## src/redmule_defs.svh

```systemverilog
/* Matrix sizes, bus widths and register offsets of the accelerator.
   Included by both packages and by every RTL file that needs a size. */
`ifndef REDMULE_DEFS_SVH
`define REDMULE_DEFS_SVH

// Element and bus widths
`define REDMULE_DATA_W     16
`define REDMULE_ADDR_W     32
`define REDMULE_ELEM_BYTES 2

// Z[M][K] = X[M][N] * W[N][K] + Y[M][K]
`define REDMULE_M 4
`define REDMULE_N 4
`define REDMULE_K 4

`define REDMULE_N_CORES 2

// Peripheral register map, byte offsets
`define REDMULE_REG_X_PTR   8'h00
`define REDMULE_REG_W_PTR   8'h04
`define REDMULE_REG_Y_PTR   8'h08
`define REDMULE_REG_Z_PTR   8'h0C
`define REDMULE_REG_TRIGGER 8'h10
`define REDMULE_REG_STATUS  8'h14

`endif

```

## src/redmule_mem_pkg.sv

```systemverilog
/* Bus-side types: the TCDM master port and the peripheral register port */
`default_nettype none
`include "redmule_defs.svh"

package redmule_mem_pkg;

  localparam int unsigned CORE_ID_W = $clog2(`REDMULE_N_CORES);

  typedef struct packed {
    logic                       req;
    logic                       we;
    logic [`REDMULE_ADDR_W-1:0] addr;
    logic [`REDMULE_DATA_W-1:0] wdata;
  } tcdm_req_t;

  // Read data comes back one cycle after the grant
  typedef struct packed {
    logic                       gnt;
    logic                       r_valid;
    logic [`REDMULE_DATA_W-1:0] r_data;
  } tcdm_rsp_t;

  typedef struct packed {
    logic                       req;
    logic                       we;
    logic [`REDMULE_ADDR_W-1:0] addr;
    logic [31:0]                wdata;
    logic [CORE_ID_W-1:0]       id;
  } periph_req_t;

  typedef struct packed {
    logic        gnt;
    logic        r_valid;
    logic [31:0] r_data;
  } periph_rsp_t;

endpackage
`default_nettype wire

```

## src/redmule_pkg.sv

```systemverilog
/* Compute-side types shared by the scheduler, streamer peers and engine */
`default_nettype none
`include "redmule_defs.svh"

package redmule_pkg;

  // Longest load run is the whole W matrix
  localparam int unsigned CNT_W = $clog2(`REDMULE_N * `REDMULE_K + 1);
  localparam int unsigned IDX_W = $clog2(`REDMULE_N * `REDMULE_K);

  typedef logic [`REDMULE_DATA_W-1:0] elem_t;
  typedef logic [CNT_W-1:0]           cnt_t;
  typedef logic [IDX_W-1:0]           idx_t;

  typedef struct packed {
    logic [`REDMULE_ADDR_W-1:0] x_ptr;
    logic [`REDMULE_ADDR_W-1:0] w_ptr;
    logic [`REDMULE_ADDR_W-1:0] y_ptr;
    logic [`REDMULE_ADDR_W-1:0] z_ptr;
  } job_t;

  typedef enum logic [1:0] {
    TGT_W = 2'd0,
    TGT_X = 2'd1,
    TGT_Y = 2'd2
  } target_e;

  typedef struct packed {
    logic                       valid;
    logic [`REDMULE_ADDR_W-1:0] base;
    cnt_t                       count;
    target_e                    target;
  } load_cmd_t;

  typedef struct packed {
    logic    valid;
    target_e target;
    idx_t    idx;
    elem_t   data;
  } load_beat_t;

  typedef elem_t [`REDMULE_K-1:0] z_row_t;

  typedef struct packed {
    logic                       valid;
    logic [`REDMULE_ADDR_W-1:0] base;
    z_row_t                     row;
  } store_cmd_t;

endpackage
`default_nettype wire

```

## src/redmule_ctrl.sv

```systemverilog
/* Peripheral register file of the accelerator. Holds the matrix pointers,
   starts a job on a trigger write and raises busy and end-of-job events. */
`default_nettype none
`include "redmule_defs.svh"

module redmule_ctrl (
  input  logic                         clk_i,
  input  logic                         arst_n_i,
  input  redmule_mem_pkg::periph_req_t periph_req_i,
  output redmule_mem_pkg::periph_rsp_t periph_rsp_o,
  input  logic                         job_done_i,
  output logic                         start_o,
  output redmule_pkg::job_t            job_o,
  output logic                         busy_o,
  output logic [`REDMULE_N_CORES-1:0]  evt_o
);

  logic [7:0]                  offset;
  logic                        wr_en;
  logic [31:0]                 rdata;
  logic [31:0]                 r_data_q;
  logic                        r_valid_q;
  logic                        busy_q;
  logic                        start_q;
  logic [`REDMULE_N_CORES-1:0] evt_q;
  redmule_pkg::job_t           job_q;

  assign offset = periph_req_i.addr[7:0];
  // Register writes are only accepted while idle
  assign wr_en  = periph_req_i.req & periph_req_i.we & ~busy_q;

  always_comb begin
    case (offset)
      `REDMULE_REG_X_PTR:  rdata = job_q.x_ptr;
      `REDMULE_REG_W_PTR:  rdata = job_q.w_ptr;
      `REDMULE_REG_Y_PTR:  rdata = job_q.y_ptr;
      `REDMULE_REG_Z_PTR:  rdata = job_q.z_ptr;
      `REDMULE_REG_STATUS: rdata = {31'b0, busy_q};
      default:             rdata = '0;
    endcase
  end

  always_ff @(posedge clk_i or negedge arst_n_i) begin
    if (!arst_n_i) begin
      job_q     <= '0;
      busy_q    <= 1'b0;
      start_q   <= 1'b0;
      evt_q     <= '0;
      r_valid_q <= 1'b0;
    end else begin
      r_valid_q <= periph_req_i.req & ~periph_req_i.we;
      start_q   <= wr_en && (offset == `REDMULE_REG_TRIGGER);
      evt_q     <= {`REDMULE_N_CORES{job_done_i & busy_q}};
      if (wr_en && offset == `REDMULE_REG_TRIGGER) begin
        busy_q <= 1'b1;
      end else if (job_done_i) begin
        busy_q <= 1'b0;
      end
      if (wr_en) begin
        case (offset)
          `REDMULE_REG_X_PTR: job_q.x_ptr <= periph_req_i.wdata;
          `REDMULE_REG_W_PTR: job_q.w_ptr <= periph_req_i.wdata;
          `REDMULE_REG_Y_PTR: job_q.y_ptr <= periph_req_i.wdata;
          `REDMULE_REG_Z_PTR: job_q.z_ptr <= periph_req_i.wdata;
          default: ;
        endcase
      end
    end
  end

  always_ff @(posedge clk_i) begin
    r_data_q <= rdata;
  end

  assign periph_rsp_o.gnt     = periph_req_i.req;
  assign periph_rsp_o.r_valid = r_valid_q;
  assign periph_rsp_o.r_data  = r_data_q;

  assign start_o = start_q;
  assign job_o   = job_q;
  assign busy_o  = busy_q;
  assign evt_o   = evt_q;

endmodule
`default_nettype wire

```

## src/redmule_engine.sv

```systemverilog
/* One-row MAC engine. Buffers W, one X row and one Y row from the source,
   then computes a Z row in N steps with K lanes working in parallel. */
`default_nettype none
`include "redmule_defs.svh"

module redmule_engine (
  input  logic                    clk_i,
  input  logic                    arst_n_i,
  input  redmule_pkg::load_beat_t beat_i,
  input  logic                    compute_i,
  output logic                    done_o,
  output redmule_pkg::z_row_t     z_row_o
);

  localparam int unsigned STEP_W = $clog2(`REDMULE_N);
  localparam logic [STEP_W-1:0] STEP_LAST = STEP_W'(`REDMULE_N - 1);

  // W kept row-major, so element (n, k) sits at n*K + k
  redmule_pkg::elem_t [`REDMULE_N*`REDMULE_K-1:0] w_q;
  redmule_pkg::elem_t [`REDMULE_N-1:0]            x_q;
  redmule_pkg::z_row_t                            y_q;
  redmule_pkg::z_row_t                            acc_q;
  logic [STEP_W-1:0]                              step_q;
  logic                                           run_q;
  logic                                           done_q;

  always_ff @(posedge clk_i) begin
    if (beat_i.valid) begin
      case (beat_i.target)
        redmule_pkg::TGT_W: w_q[beat_i.idx] <= beat_i.data;
        redmule_pkg::TGT_X: x_q[beat_i.idx] <= beat_i.data;
        redmule_pkg::TGT_Y: y_q[beat_i.idx] <= beat_i.data;
        default: ;
      endcase
    end
  end

  // Accumulators start from the Y bias, products wrap to 16 bits
  always_ff @(posedge clk_i) begin
    if (compute_i) begin
      acc_q <= y_q;
    end else if (run_q) begin
      for (int k = 0; k < `REDMULE_K; k++) begin
        acc_q[k] <= acc_q[k] + x_q[step_q] * w_q[step_q * `REDMULE_K + k];
      end
    end
  end

  always_ff @(posedge clk_i or negedge arst_n_i) begin
    if (!arst_n_i) begin
      step_q <= '0;
      run_q  <= 1'b0;
      done_q <= 1'b0;
    end else begin
      done_q <= run_q && (step_q == STEP_LAST);
      if (compute_i) begin
        run_q  <= 1'b1;
        step_q <= '0;
      end else if (run_q) begin
        step_q <= step_q + 1'b1;
        if (step_q == STEP_LAST) run_q <= 1'b0;
      end
    end
  end

  assign done_o  = done_q;
  assign z_row_o = acc_q;

endmodule
`default_nettype wire

```

## src/redmule_scheduler.sv

```systemverilog
/* Job sequencer. Loads W once, then per row loads X and Y, runs the
   engine and hands the Z row to the sink while the next row loads. */
`default_nettype none
`include "redmule_defs.svh"

module redmule_scheduler (
  input  logic                    clk_i,
  input  logic                    arst_n_i,
  input  logic                    start_i,
  input  redmule_pkg::job_t       job_i,
  output redmule_pkg::load_cmd_t  load_cmd_o,
  input  logic                    load_done_i,
  output logic                    compute_o,
  input  logic                    engine_done_i,
  input  redmule_pkg::z_row_t     z_row_i,
  output redmule_pkg::store_cmd_t store_cmd_o,
  input  logic                    sink_busy_i,
  output logic                    job_done_o
);

  localparam int unsigned ROW_W = $clog2(`REDMULE_M);
  localparam logic [ROW_W-1:0] ROW_LAST = ROW_W'(`REDMULE_M - 1);

  typedef enum logic [2:0] {
    IDLE, LOAD_W, LOAD_X, LOAD_Y, COMPUTE, STORE, FINISH
  } state_e;

  state_e                     state_q;
  logic [ROW_W-1:0]           row_q;
  logic                       issued_q;
  logic [`REDMULE_ADDR_W-1:0] row_off;

  // Byte offset of the current row in the K-wide Y and Z matrices
  assign row_off = `REDMULE_ADDR_W'(row_q) * (`REDMULE_K * `REDMULE_ELEM_BYTES);

  always_comb begin
    load_cmd_o       = '0;
    load_cmd_o.valid = ~issued_q & (state_q inside {LOAD_W, LOAD_X, LOAD_Y});
    case (state_q)
      LOAD_W: begin
        load_cmd_o.base   = job_i.w_ptr;
        load_cmd_o.count  = redmule_pkg::cnt_t'(`REDMULE_N * `REDMULE_K);
        load_cmd_o.target = redmule_pkg::TGT_W;
      end
      LOAD_X: begin
        load_cmd_o.base   = job_i.x_ptr
                          + `REDMULE_ADDR_W'(row_q) * (`REDMULE_N * `REDMULE_ELEM_BYTES);
        load_cmd_o.count  = redmule_pkg::cnt_t'(`REDMULE_N);
        load_cmd_o.target = redmule_pkg::TGT_X;
      end
      default: begin
        load_cmd_o.base   = job_i.y_ptr + row_off;
        load_cmd_o.count  = redmule_pkg::cnt_t'(`REDMULE_K);
        load_cmd_o.target = redmule_pkg::TGT_Y;
      end
    endcase
  end

  assign compute_o         = (state_q == COMPUTE) & ~issued_q;
  assign store_cmd_o.valid = (state_q == STORE) & ~sink_busy_i;
  assign store_cmd_o.base  = job_i.z_ptr + row_off;
  assign store_cmd_o.row   = z_row_i;
  assign job_done_o        = (state_q == FINISH) & ~sink_busy_i;

  always_ff @(posedge clk_i or negedge arst_n_i) begin
    if (!arst_n_i) begin
      state_q  <= IDLE;
      row_q    <= '0;
      issued_q <= 1'b0;
    end else begin
      case (state_q)
        IDLE: begin
          if (start_i) begin
            state_q <= LOAD_W;
            row_q   <= '0;
          end
        end
        LOAD_W, LOAD_X, LOAD_Y: begin
          issued_q <= ~load_done_i;
          if (load_done_i) begin
            state_q <= (state_q == LOAD_W) ? LOAD_X :
                       (state_q == LOAD_X) ? LOAD_Y : COMPUTE;
          end
        end
        COMPUTE: begin
          issued_q <= ~engine_done_i;
          if (engine_done_i) state_q <= STORE;
        end
        STORE: begin
          // Next row starts loading while the sink drains this one
          if (!sink_busy_i) begin
            if (row_q == ROW_LAST) begin
              state_q <= FINISH;
            end else begin
              row_q   <= row_q + 1'b1;
              state_q <= LOAD_X;
            end
          end
        end
        default: begin
          if (!sink_busy_i) state_q <= IDLE;
        end
      endcase
    end
  end

endmodule
`default_nettype wire

```

## src/redmule_sink.sv

```systemverilog
/* Store peer of the streamer. Holds one Z row and writes its K words
   to consecutive addresses, one per grant. */
`default_nettype none
`include "redmule_defs.svh"

module redmule_sink (
  input  logic                       clk_i,
  input  logic                       arst_n_i,
  input  redmule_pkg::store_cmd_t    store_cmd_i,
  output redmule_mem_pkg::tcdm_req_t tcdm_req_o,
  input  logic                       gnt_i,
  output logic                       sink_busy_o
);

  localparam int unsigned COL_W = $clog2(`REDMULE_K);
  localparam logic [COL_W-1:0] COL_LAST = COL_W'(`REDMULE_K - 1);

  logic                       active_q;
  logic [COL_W-1:0]           col_q;
  logic [`REDMULE_ADDR_W-1:0] addr_q;
  redmule_pkg::z_row_t        row_q;
  logic                       last;

  assign last = (col_q == COL_LAST);

  assign tcdm_req_o.req   = active_q;
  assign tcdm_req_o.we    = 1'b1;
  assign tcdm_req_o.addr  = addr_q;
  assign tcdm_req_o.wdata = row_q[col_q];

  // Free already in the cycle the last word is granted
  assign sink_busy_o = active_q & ~(gnt_i & last);

  always_ff @(posedge clk_i or negedge arst_n_i) begin
    if (!arst_n_i) begin
      active_q <= 1'b0;
      col_q    <= '0;
    end else if (store_cmd_i.valid) begin
      active_q <= 1'b1;
      col_q    <= '0;
    end else if (active_q && gnt_i) begin
      col_q <= col_q + 1'b1;
      if (last) active_q <= 1'b0;
    end
  end

  always_ff @(posedge clk_i) begin
    if (store_cmd_i.valid) begin
      addr_q <= store_cmd_i.base;
      row_q  <= store_cmd_i.row;
    end else if (active_q && gnt_i) begin
      addr_q <= addr_q + `REDMULE_ELEM_BYTES;
    end
  end

endmodule
`default_nettype wire

```

## src/redmule_source.sv

```systemverilog
/* Load peer of the streamer. Reads a run of consecutive words and tags
   every returned word with its target buffer and position in the run. */
`default_nettype none
`include "redmule_defs.svh"

module redmule_source (
  input  logic                       clk_i,
  input  logic                       arst_n_i,
  input  redmule_pkg::load_cmd_t     load_cmd_i,
  output redmule_mem_pkg::tcdm_req_t tcdm_req_o,
  input  logic                       gnt_i,
  input  redmule_mem_pkg::tcdm_rsp_t tcdm_rsp_i,
  output redmule_pkg::load_beat_t    beat_o,
  output logic                       load_done_o
);

  redmule_pkg::cnt_t          req_left_q;
  redmule_pkg::cnt_t          rsp_left_q;
  redmule_pkg::idx_t          idx_q;
  redmule_pkg::target_e       target_q;
  logic [`REDMULE_ADDR_W-1:0] addr_q;
  logic                       done_q;
  logic                       issue;

  assign issue = tcdm_req_o.req & gnt_i;

  assign tcdm_req_o.req   = (req_left_q != '0);
  assign tcdm_req_o.we    = 1'b0;
  assign tcdm_req_o.addr  = addr_q;
  assign tcdm_req_o.wdata = '0;

  assign beat_o.valid  = tcdm_rsp_i.r_valid;
  assign beat_o.target = target_q;
  assign beat_o.idx    = idx_q;
  assign beat_o.data   = tcdm_rsp_i.r_data;
  assign load_done_o   = done_q;

  always_ff @(posedge clk_i or negedge arst_n_i) begin
    if (!arst_n_i) begin
      req_left_q <= '0;
      rsp_left_q <= '0;
      idx_q      <= '0;
      done_q     <= 1'b0;
    end else begin
      done_q <= tcdm_rsp_i.r_valid && (rsp_left_q == 1);
      if (load_cmd_i.valid) begin
        req_left_q <= load_cmd_i.count;
        rsp_left_q <= load_cmd_i.count;
        idx_q      <= '0;
      end else begin
        if (issue) req_left_q <= req_left_q - 1'b1;
        // Responses come back in order, so a running index is enough
        if (tcdm_rsp_i.r_valid) begin
          rsp_left_q <= rsp_left_q - 1'b1;
          idx_q      <= idx_q + 1'b1;
        end
      end
    end
  end

  always_ff @(posedge clk_i) begin
    if (load_cmd_i.valid) begin
      addr_q   <= load_cmd_i.base;
      target_q <= load_cmd_i.target;
    end else if (issue) begin
      addr_q <= addr_q + `REDMULE_ELEM_BYTES;
    end
  end

endmodule
`default_nettype wire

```

## src/redmule_tcdm_arbiter.sv

```systemverilog
/* Round-robin arbiter putting the source and the sink on one TCDM port.
   Read responses always belong to the source. */
`default_nettype none

module redmule_tcdm_arbiter (
  input  logic                       clk_i,
  input  logic                       arst_n_i,
  input  redmule_mem_pkg::tcdm_req_t src_req_i,
  input  redmule_mem_pkg::tcdm_req_t snk_req_i,
  output logic                       src_gnt_o,
  output logic                       snk_gnt_o,
  output redmule_mem_pkg::tcdm_req_t tcdm_req_o,
  input  redmule_mem_pkg::tcdm_rsp_t tcdm_rsp_i,
  output redmule_mem_pkg::tcdm_rsp_t src_rsp_o
);

  logic prio_snk_q;
  logic lock_q;
  logic sel_q;
  logic sel_snk;
  logic both;

  assign both = src_req_i.req & snk_req_i.req;

  // A stalled request keeps the port so address and data stay stable
  assign sel_snk = lock_q ? sel_q
                          : snk_req_i.req & (~src_req_i.req | prio_snk_q);

  assign tcdm_req_o = sel_snk ? snk_req_i : src_req_i;
  assign src_gnt_o  = ~sel_snk & src_req_i.req & tcdm_rsp_i.gnt;
  assign snk_gnt_o  = sel_snk & snk_req_i.req & tcdm_rsp_i.gnt;

  assign src_rsp_o.gnt     = src_gnt_o;
  assign src_rsp_o.r_valid = tcdm_rsp_i.r_valid;
  assign src_rsp_o.r_data  = tcdm_rsp_i.r_data;

  always_ff @(posedge clk_i or negedge arst_n_i) begin
    if (!arst_n_i) begin
      prio_snk_q <= 1'b0;
      lock_q     <= 1'b0;
      sel_q      <= 1'b0;
    end else begin
      lock_q <= tcdm_req_o.req & ~tcdm_rsp_i.gnt;
      sel_q  <= sel_snk;
      if (both && tcdm_rsp_i.gnt) prio_snk_q <= ~sel_snk;
    end
  end

endmodule
`default_nettype wire

```

## src/redmule_top.sv

```systemverilog
/* Top level of the matrix-multiply accelerator. Register port for the
   cores, one TCDM master port for the streamer. */
`default_nettype none
`include "redmule_defs.svh"

module redmule_top (
  input  logic                         clk_i,
  input  logic                         arst_n_i,
  input  redmule_mem_pkg::periph_req_t periph_req_i,
  output redmule_mem_pkg::periph_rsp_t periph_rsp_o,
  output redmule_mem_pkg::tcdm_req_t   tcdm_req_o,
  input  redmule_mem_pkg::tcdm_rsp_t   tcdm_rsp_i,
  output logic                         busy_o,
  output logic [`REDMULE_N_CORES-1:0]  evt_o
);

  logic                       start;
  logic                       job_done;
  redmule_pkg::job_t          job;
  redmule_pkg::load_cmd_t     load_cmd;
  logic                       load_done;
  redmule_pkg::load_beat_t    beat;
  logic                       compute;
  logic                       engine_done;
  redmule_pkg::z_row_t        z_row;
  redmule_pkg::store_cmd_t    store_cmd;
  logic                       sink_busy;
  redmule_mem_pkg::tcdm_req_t src_req;
  redmule_mem_pkg::tcdm_req_t snk_req;
  redmule_mem_pkg::tcdm_rsp_t src_rsp;
  logic                       src_gnt;
  logic                       snk_gnt;

  redmule_ctrl i_control (
    .clk_i        ( clk_i        ),
    .arst_n_i     ( arst_n_i     ),
    .periph_req_i ( periph_req_i ),
    .periph_rsp_o ( periph_rsp_o ),
    .job_done_i   ( job_done     ),
    .start_o      ( start        ),
    .job_o        ( job          ),
    .busy_o       ( busy_o       ),
    .evt_o        ( evt_o        )
  );

  redmule_scheduler i_scheduler (
    .clk_i         ( clk_i       ),
    .arst_n_i      ( arst_n_i    ),
    .start_i       ( start       ),
    .job_i         ( job         ),
    .load_cmd_o    ( load_cmd    ),
    .load_done_i   ( load_done   ),
    .compute_o     ( compute     ),
    .engine_done_i ( engine_done ),
    .z_row_i       ( z_row       ),
    .store_cmd_o   ( store_cmd   ),
    .sink_busy_i   ( sink_busy   ),
    .job_done_o    ( job_done    )
  );

  redmule_source i_source (
    .clk_i       ( clk_i     ),
    .arst_n_i    ( arst_n_i  ),
    .load_cmd_i  ( load_cmd  ),
    .tcdm_req_o  ( src_req   ),
    .gnt_i       ( src_gnt   ),
    .tcdm_rsp_i  ( src_rsp   ),
    .beat_o      ( beat      ),
    .load_done_o ( load_done )
  );

  redmule_sink i_sink (
    .clk_i       ( clk_i     ),
    .arst_n_i    ( arst_n_i  ),
    .store_cmd_i ( store_cmd ),
    .tcdm_req_o  ( snk_req   ),
    .gnt_i       ( snk_gnt   ),
    .sink_busy_o ( sink_busy )
  );

  redmule_tcdm_arbiter i_arbiter (
    .clk_i      ( clk_i      ),
    .arst_n_i   ( arst_n_i   ),
    .src_req_i  ( src_req    ),
    .snk_req_i  ( snk_req    ),
    .src_gnt_o  ( src_gnt    ),
    .snk_gnt_o  ( snk_gnt    ),
    .tcdm_req_o ( tcdm_req_o ),
    .tcdm_rsp_i ( tcdm_rsp_i ),
    .src_rsp_o  ( src_rsp    )
  );

  redmule_engine i_engine (
    .clk_i     ( clk_i       ),
    .arst_n_i  ( arst_n_i    ),
    .beat_i    ( beat        ),
    .compute_i ( compute     ),
    .done_o    ( engine_done ),
    .z_row_o   ( z_row       )
  );

endmodule
`default_nettype wire

```

## config.mk

```make
export PLATFORM = sky130hd
export DESIGN_NAME = redmule_top
export DESIGN_NICKNAME = d
export VERILOG_FILES = /design/src/redmule_mem_pkg.sv /design/src/redmule_pkg.sv /design/src/redmule_ctrl.sv /design/src/redmule_engine.sv /design/src/redmule_scheduler.sv /design/src/redmule_sink.sv /design/src/redmule_source.sv /design/src/redmule_tcdm_arbiter.sv /design/src/redmule_top.sv
export VERILOG_INCLUDE_DIRS = /design/src
export SDC_FILE = /design/constraint.sdc
export NUM_CORES = 2
export LEC_CHECK = 0
export BUFFER_PORTS_ARGS = -buffer_cell sky130_fd_sc_hd__buf_4
export CAP_MARGIN = 20
export CORE_ASPECT_RATIO = 1.4
export CORE_MARGIN = 3
export CORE_UTILIZATION = 35
export CTS_BUF_LIST = sky130_fd_sc_hd__clkbuf_2
export DETAILED_ROUTE_END_ITERATION = 16
export GPL_TIMING_DRIVEN = 0
export PLACE_DENSITY = 0.57
export SKIP_CTS_REPAIR_TIMING = 1
export SLEW_MARGIN = 40
export SYNTH_ARGS = -nofsm -noshare
export SYNTH_HDL_FRONTEND = slang
export SYNTH_HIERARCHICAL = 1
export SYNTH_SLANG_ARGS = --single-unit
```

## constraint.sdc

```tcl
create_clock -name clk_i -period 7.1 [get_ports clk_i]
set_input_delay 1.42 -clock clk_i [delete_from_list [all_inputs] [get_ports clk_i]]
set_output_delay 1.42 -clock clk_i [all_outputs]
set_load 0.01 [all_outputs]
```

==> reports/qor.csv <==
metric,value,unit
die height,467,µm
Util after Layout,40.7,%
Top Ports,174,
Detailed Route Iter0 Violations,2669,
synth warn,6,
share of cells above drive strength 1,24.5,%
Wirelength per Cell,24.3,µm
critical path endpoint category,flop,
GRT Total Usage,22.1,%
die area,156000,µm²
Max-Cap Viols,0,
kind of critical path,reg2reg,
Worst path max stage delay,0.56,ns
Critical Path Slowest Stage Cell,fa_2,
CTS tree,done,
Slew @ Worst Pin,1.09,ns
crit path time final,7.02,ns
syn_area_per_cell,11.6,µm²
Buf/Inv on CP,10,
final setup vio count,0,
CP arrival,8.33,ns
Num CTS Buffers,193,
final-report hold violation count,0,
cell depth of the worst setup path,27,
"commonest non-fill, non-tap cell in the layout",inv_1,
Worst Reg-to-Reg Cells,27,
Crit Path Max Fanout,6,
initial antenna violation count,10,
min-delay worst type,in2reg,
fin crit share,98.9,%
Layout Nets,5776,
vias,36900,
critical path launch point type,flop,
reg2reg end,i_engine/z_row_o[63],
Pins Over Slew Limit,0,
first-pass iteration count of the detailed router,6,
Max Fclk,142,MHz
outcome,finished clean,
worst setup path end,i_engine/z_row_o[63],
H-tree depth,4,
core area,150000,µm²
Mapped Cells,4591,
Residual DRC,0,
CTS Buffer Depth,3,
Fin Clk Skew,0.177,ns
most frequent cells in the layout,"inv_1, edfxtp_1, nand2_1, fa_1, buf_4",
area grow syn2layout,15.4,%
largest net degree at the start of global routing,65,
CTS Root Cell,clkbuf_2,
vias per cell,5.12,
synthesized cell area,53100,µm²
WP data required,8.41,ns
GRT overflow,0,
initial core utilization,35.3,%
reg-to-reg startpoint,i_engine/step_q[0],
remaining antenna violation count after routing,0,
clock sink total,773,
RSZ-0062 raised after global routing,true,
number of global-route vias before repair,37500,
crit path from,i_engine/step_q[0],
Slew HR,27.2,%
Worst-path clk slew,0.11,ns
clock latency on the worst-skew pair,1.68,ns
HPWL after detailed placement,131000,µm
final wirelength,175000,µm
Most common cell on crit path,xnor2_2,
R2R setup slack,0.08,ns
Core Rows,168,
CP top delay family,adder cells,
Final GP Congestion,0.928,
Port Buffers,131,
Die W,335,µm
first-pass GRT wire length,250000,µm
worst min-delay path by stage:
stage	start	to	slack (ns)	cells past startpoint
floorplan	i_source/rsp_left_q[4]	i_source/load_done_o	0.43	1
global placement	i_source/rsp_left_q[4]	i_source/load_done_o	0.47	1
finish	periph_req_i[37]	i_control/start_o	0.15	2
CTS	arst_n_i	i_control/job_o[14]	-0.48	1
global route	periph_req_i[37]	i_control/start_o	-0.06	2
detailed placement	i_source/rsp_left_q[4]	i_source/load_done_o	0.46	1
per-stage QoR:
| stage | TNS (ns) | area, µm² | hold WS (ns) | std cells | setup slack (ns) |
|---|---|---|---|---|---|
| floorplan | 0 | 53200 | 0.434 | 4609 | 0.101 |
| global placement | -235.43 | 56600 | 0.468 | 6695 | -2.62 |
| detailed placement | -34.60 | 57400 | 0.458 | 6731 | -1.90 |
| CTS | -36.46 | 59200 | -0.483 | 7075 | -1.93 |
| global route | -0.267 | 61200 | -0.0626 | 7201 | -0.0842 |
| finish | 0 | 61200 | 0.153 | 7210 | 0.0799 |
cell type report:
class / instances / area (µm²)
Clock buffer: 291 / 1460
Timing Repair Buffer: 290 / 2750
Clock inverter: 53 / 348
Antenna cell: 16 / 40.0
Tap cell: 1955 / 2450
Multi-Input combinational cell: 2833 / 27200
Inverter: 683 / 2570
Fill cell: 14500 / 89100
Sequential cell: 773 / 22100
Buffer: 316 / 2370
registers in the layout, summed over array words and instances (netlist names), 3 cells and up:
signal / count
i_control/job_o: 128
i_engine/z_row_o: 64
i_source/req_left_q: 5
i_sink/addr_q: 32
i_engine/w_q: 256
i_sink/row_q: 64
i_source/rsp_left_q: 5
i_source/idx_q: 4
i_engine/y_q: 64
i_source/addr_q: 32
i_scheduler/state_q: 3
i_engine/x_q: 64
i_control/r_data_q: 32
layer usage:
| layer | track usage [%] | routed length [µm] | vias to the layer above |
|---|---|---|---|
| li1 | - | - | 16400 |
| met1 | 25.2 | 64800 | 18700 |
| met2 | 38.4 | 87800 | 1400 |
| met3 | 3.30 | 9300 | 455 |
| met4 | 14.5 | 13100 | 2 |
| met5 | 0 | 13 | - |
Power is left out: the tool's default activity adds up to more than one toggle a clock period on the data nets, which glitch-free logic cannot reach.
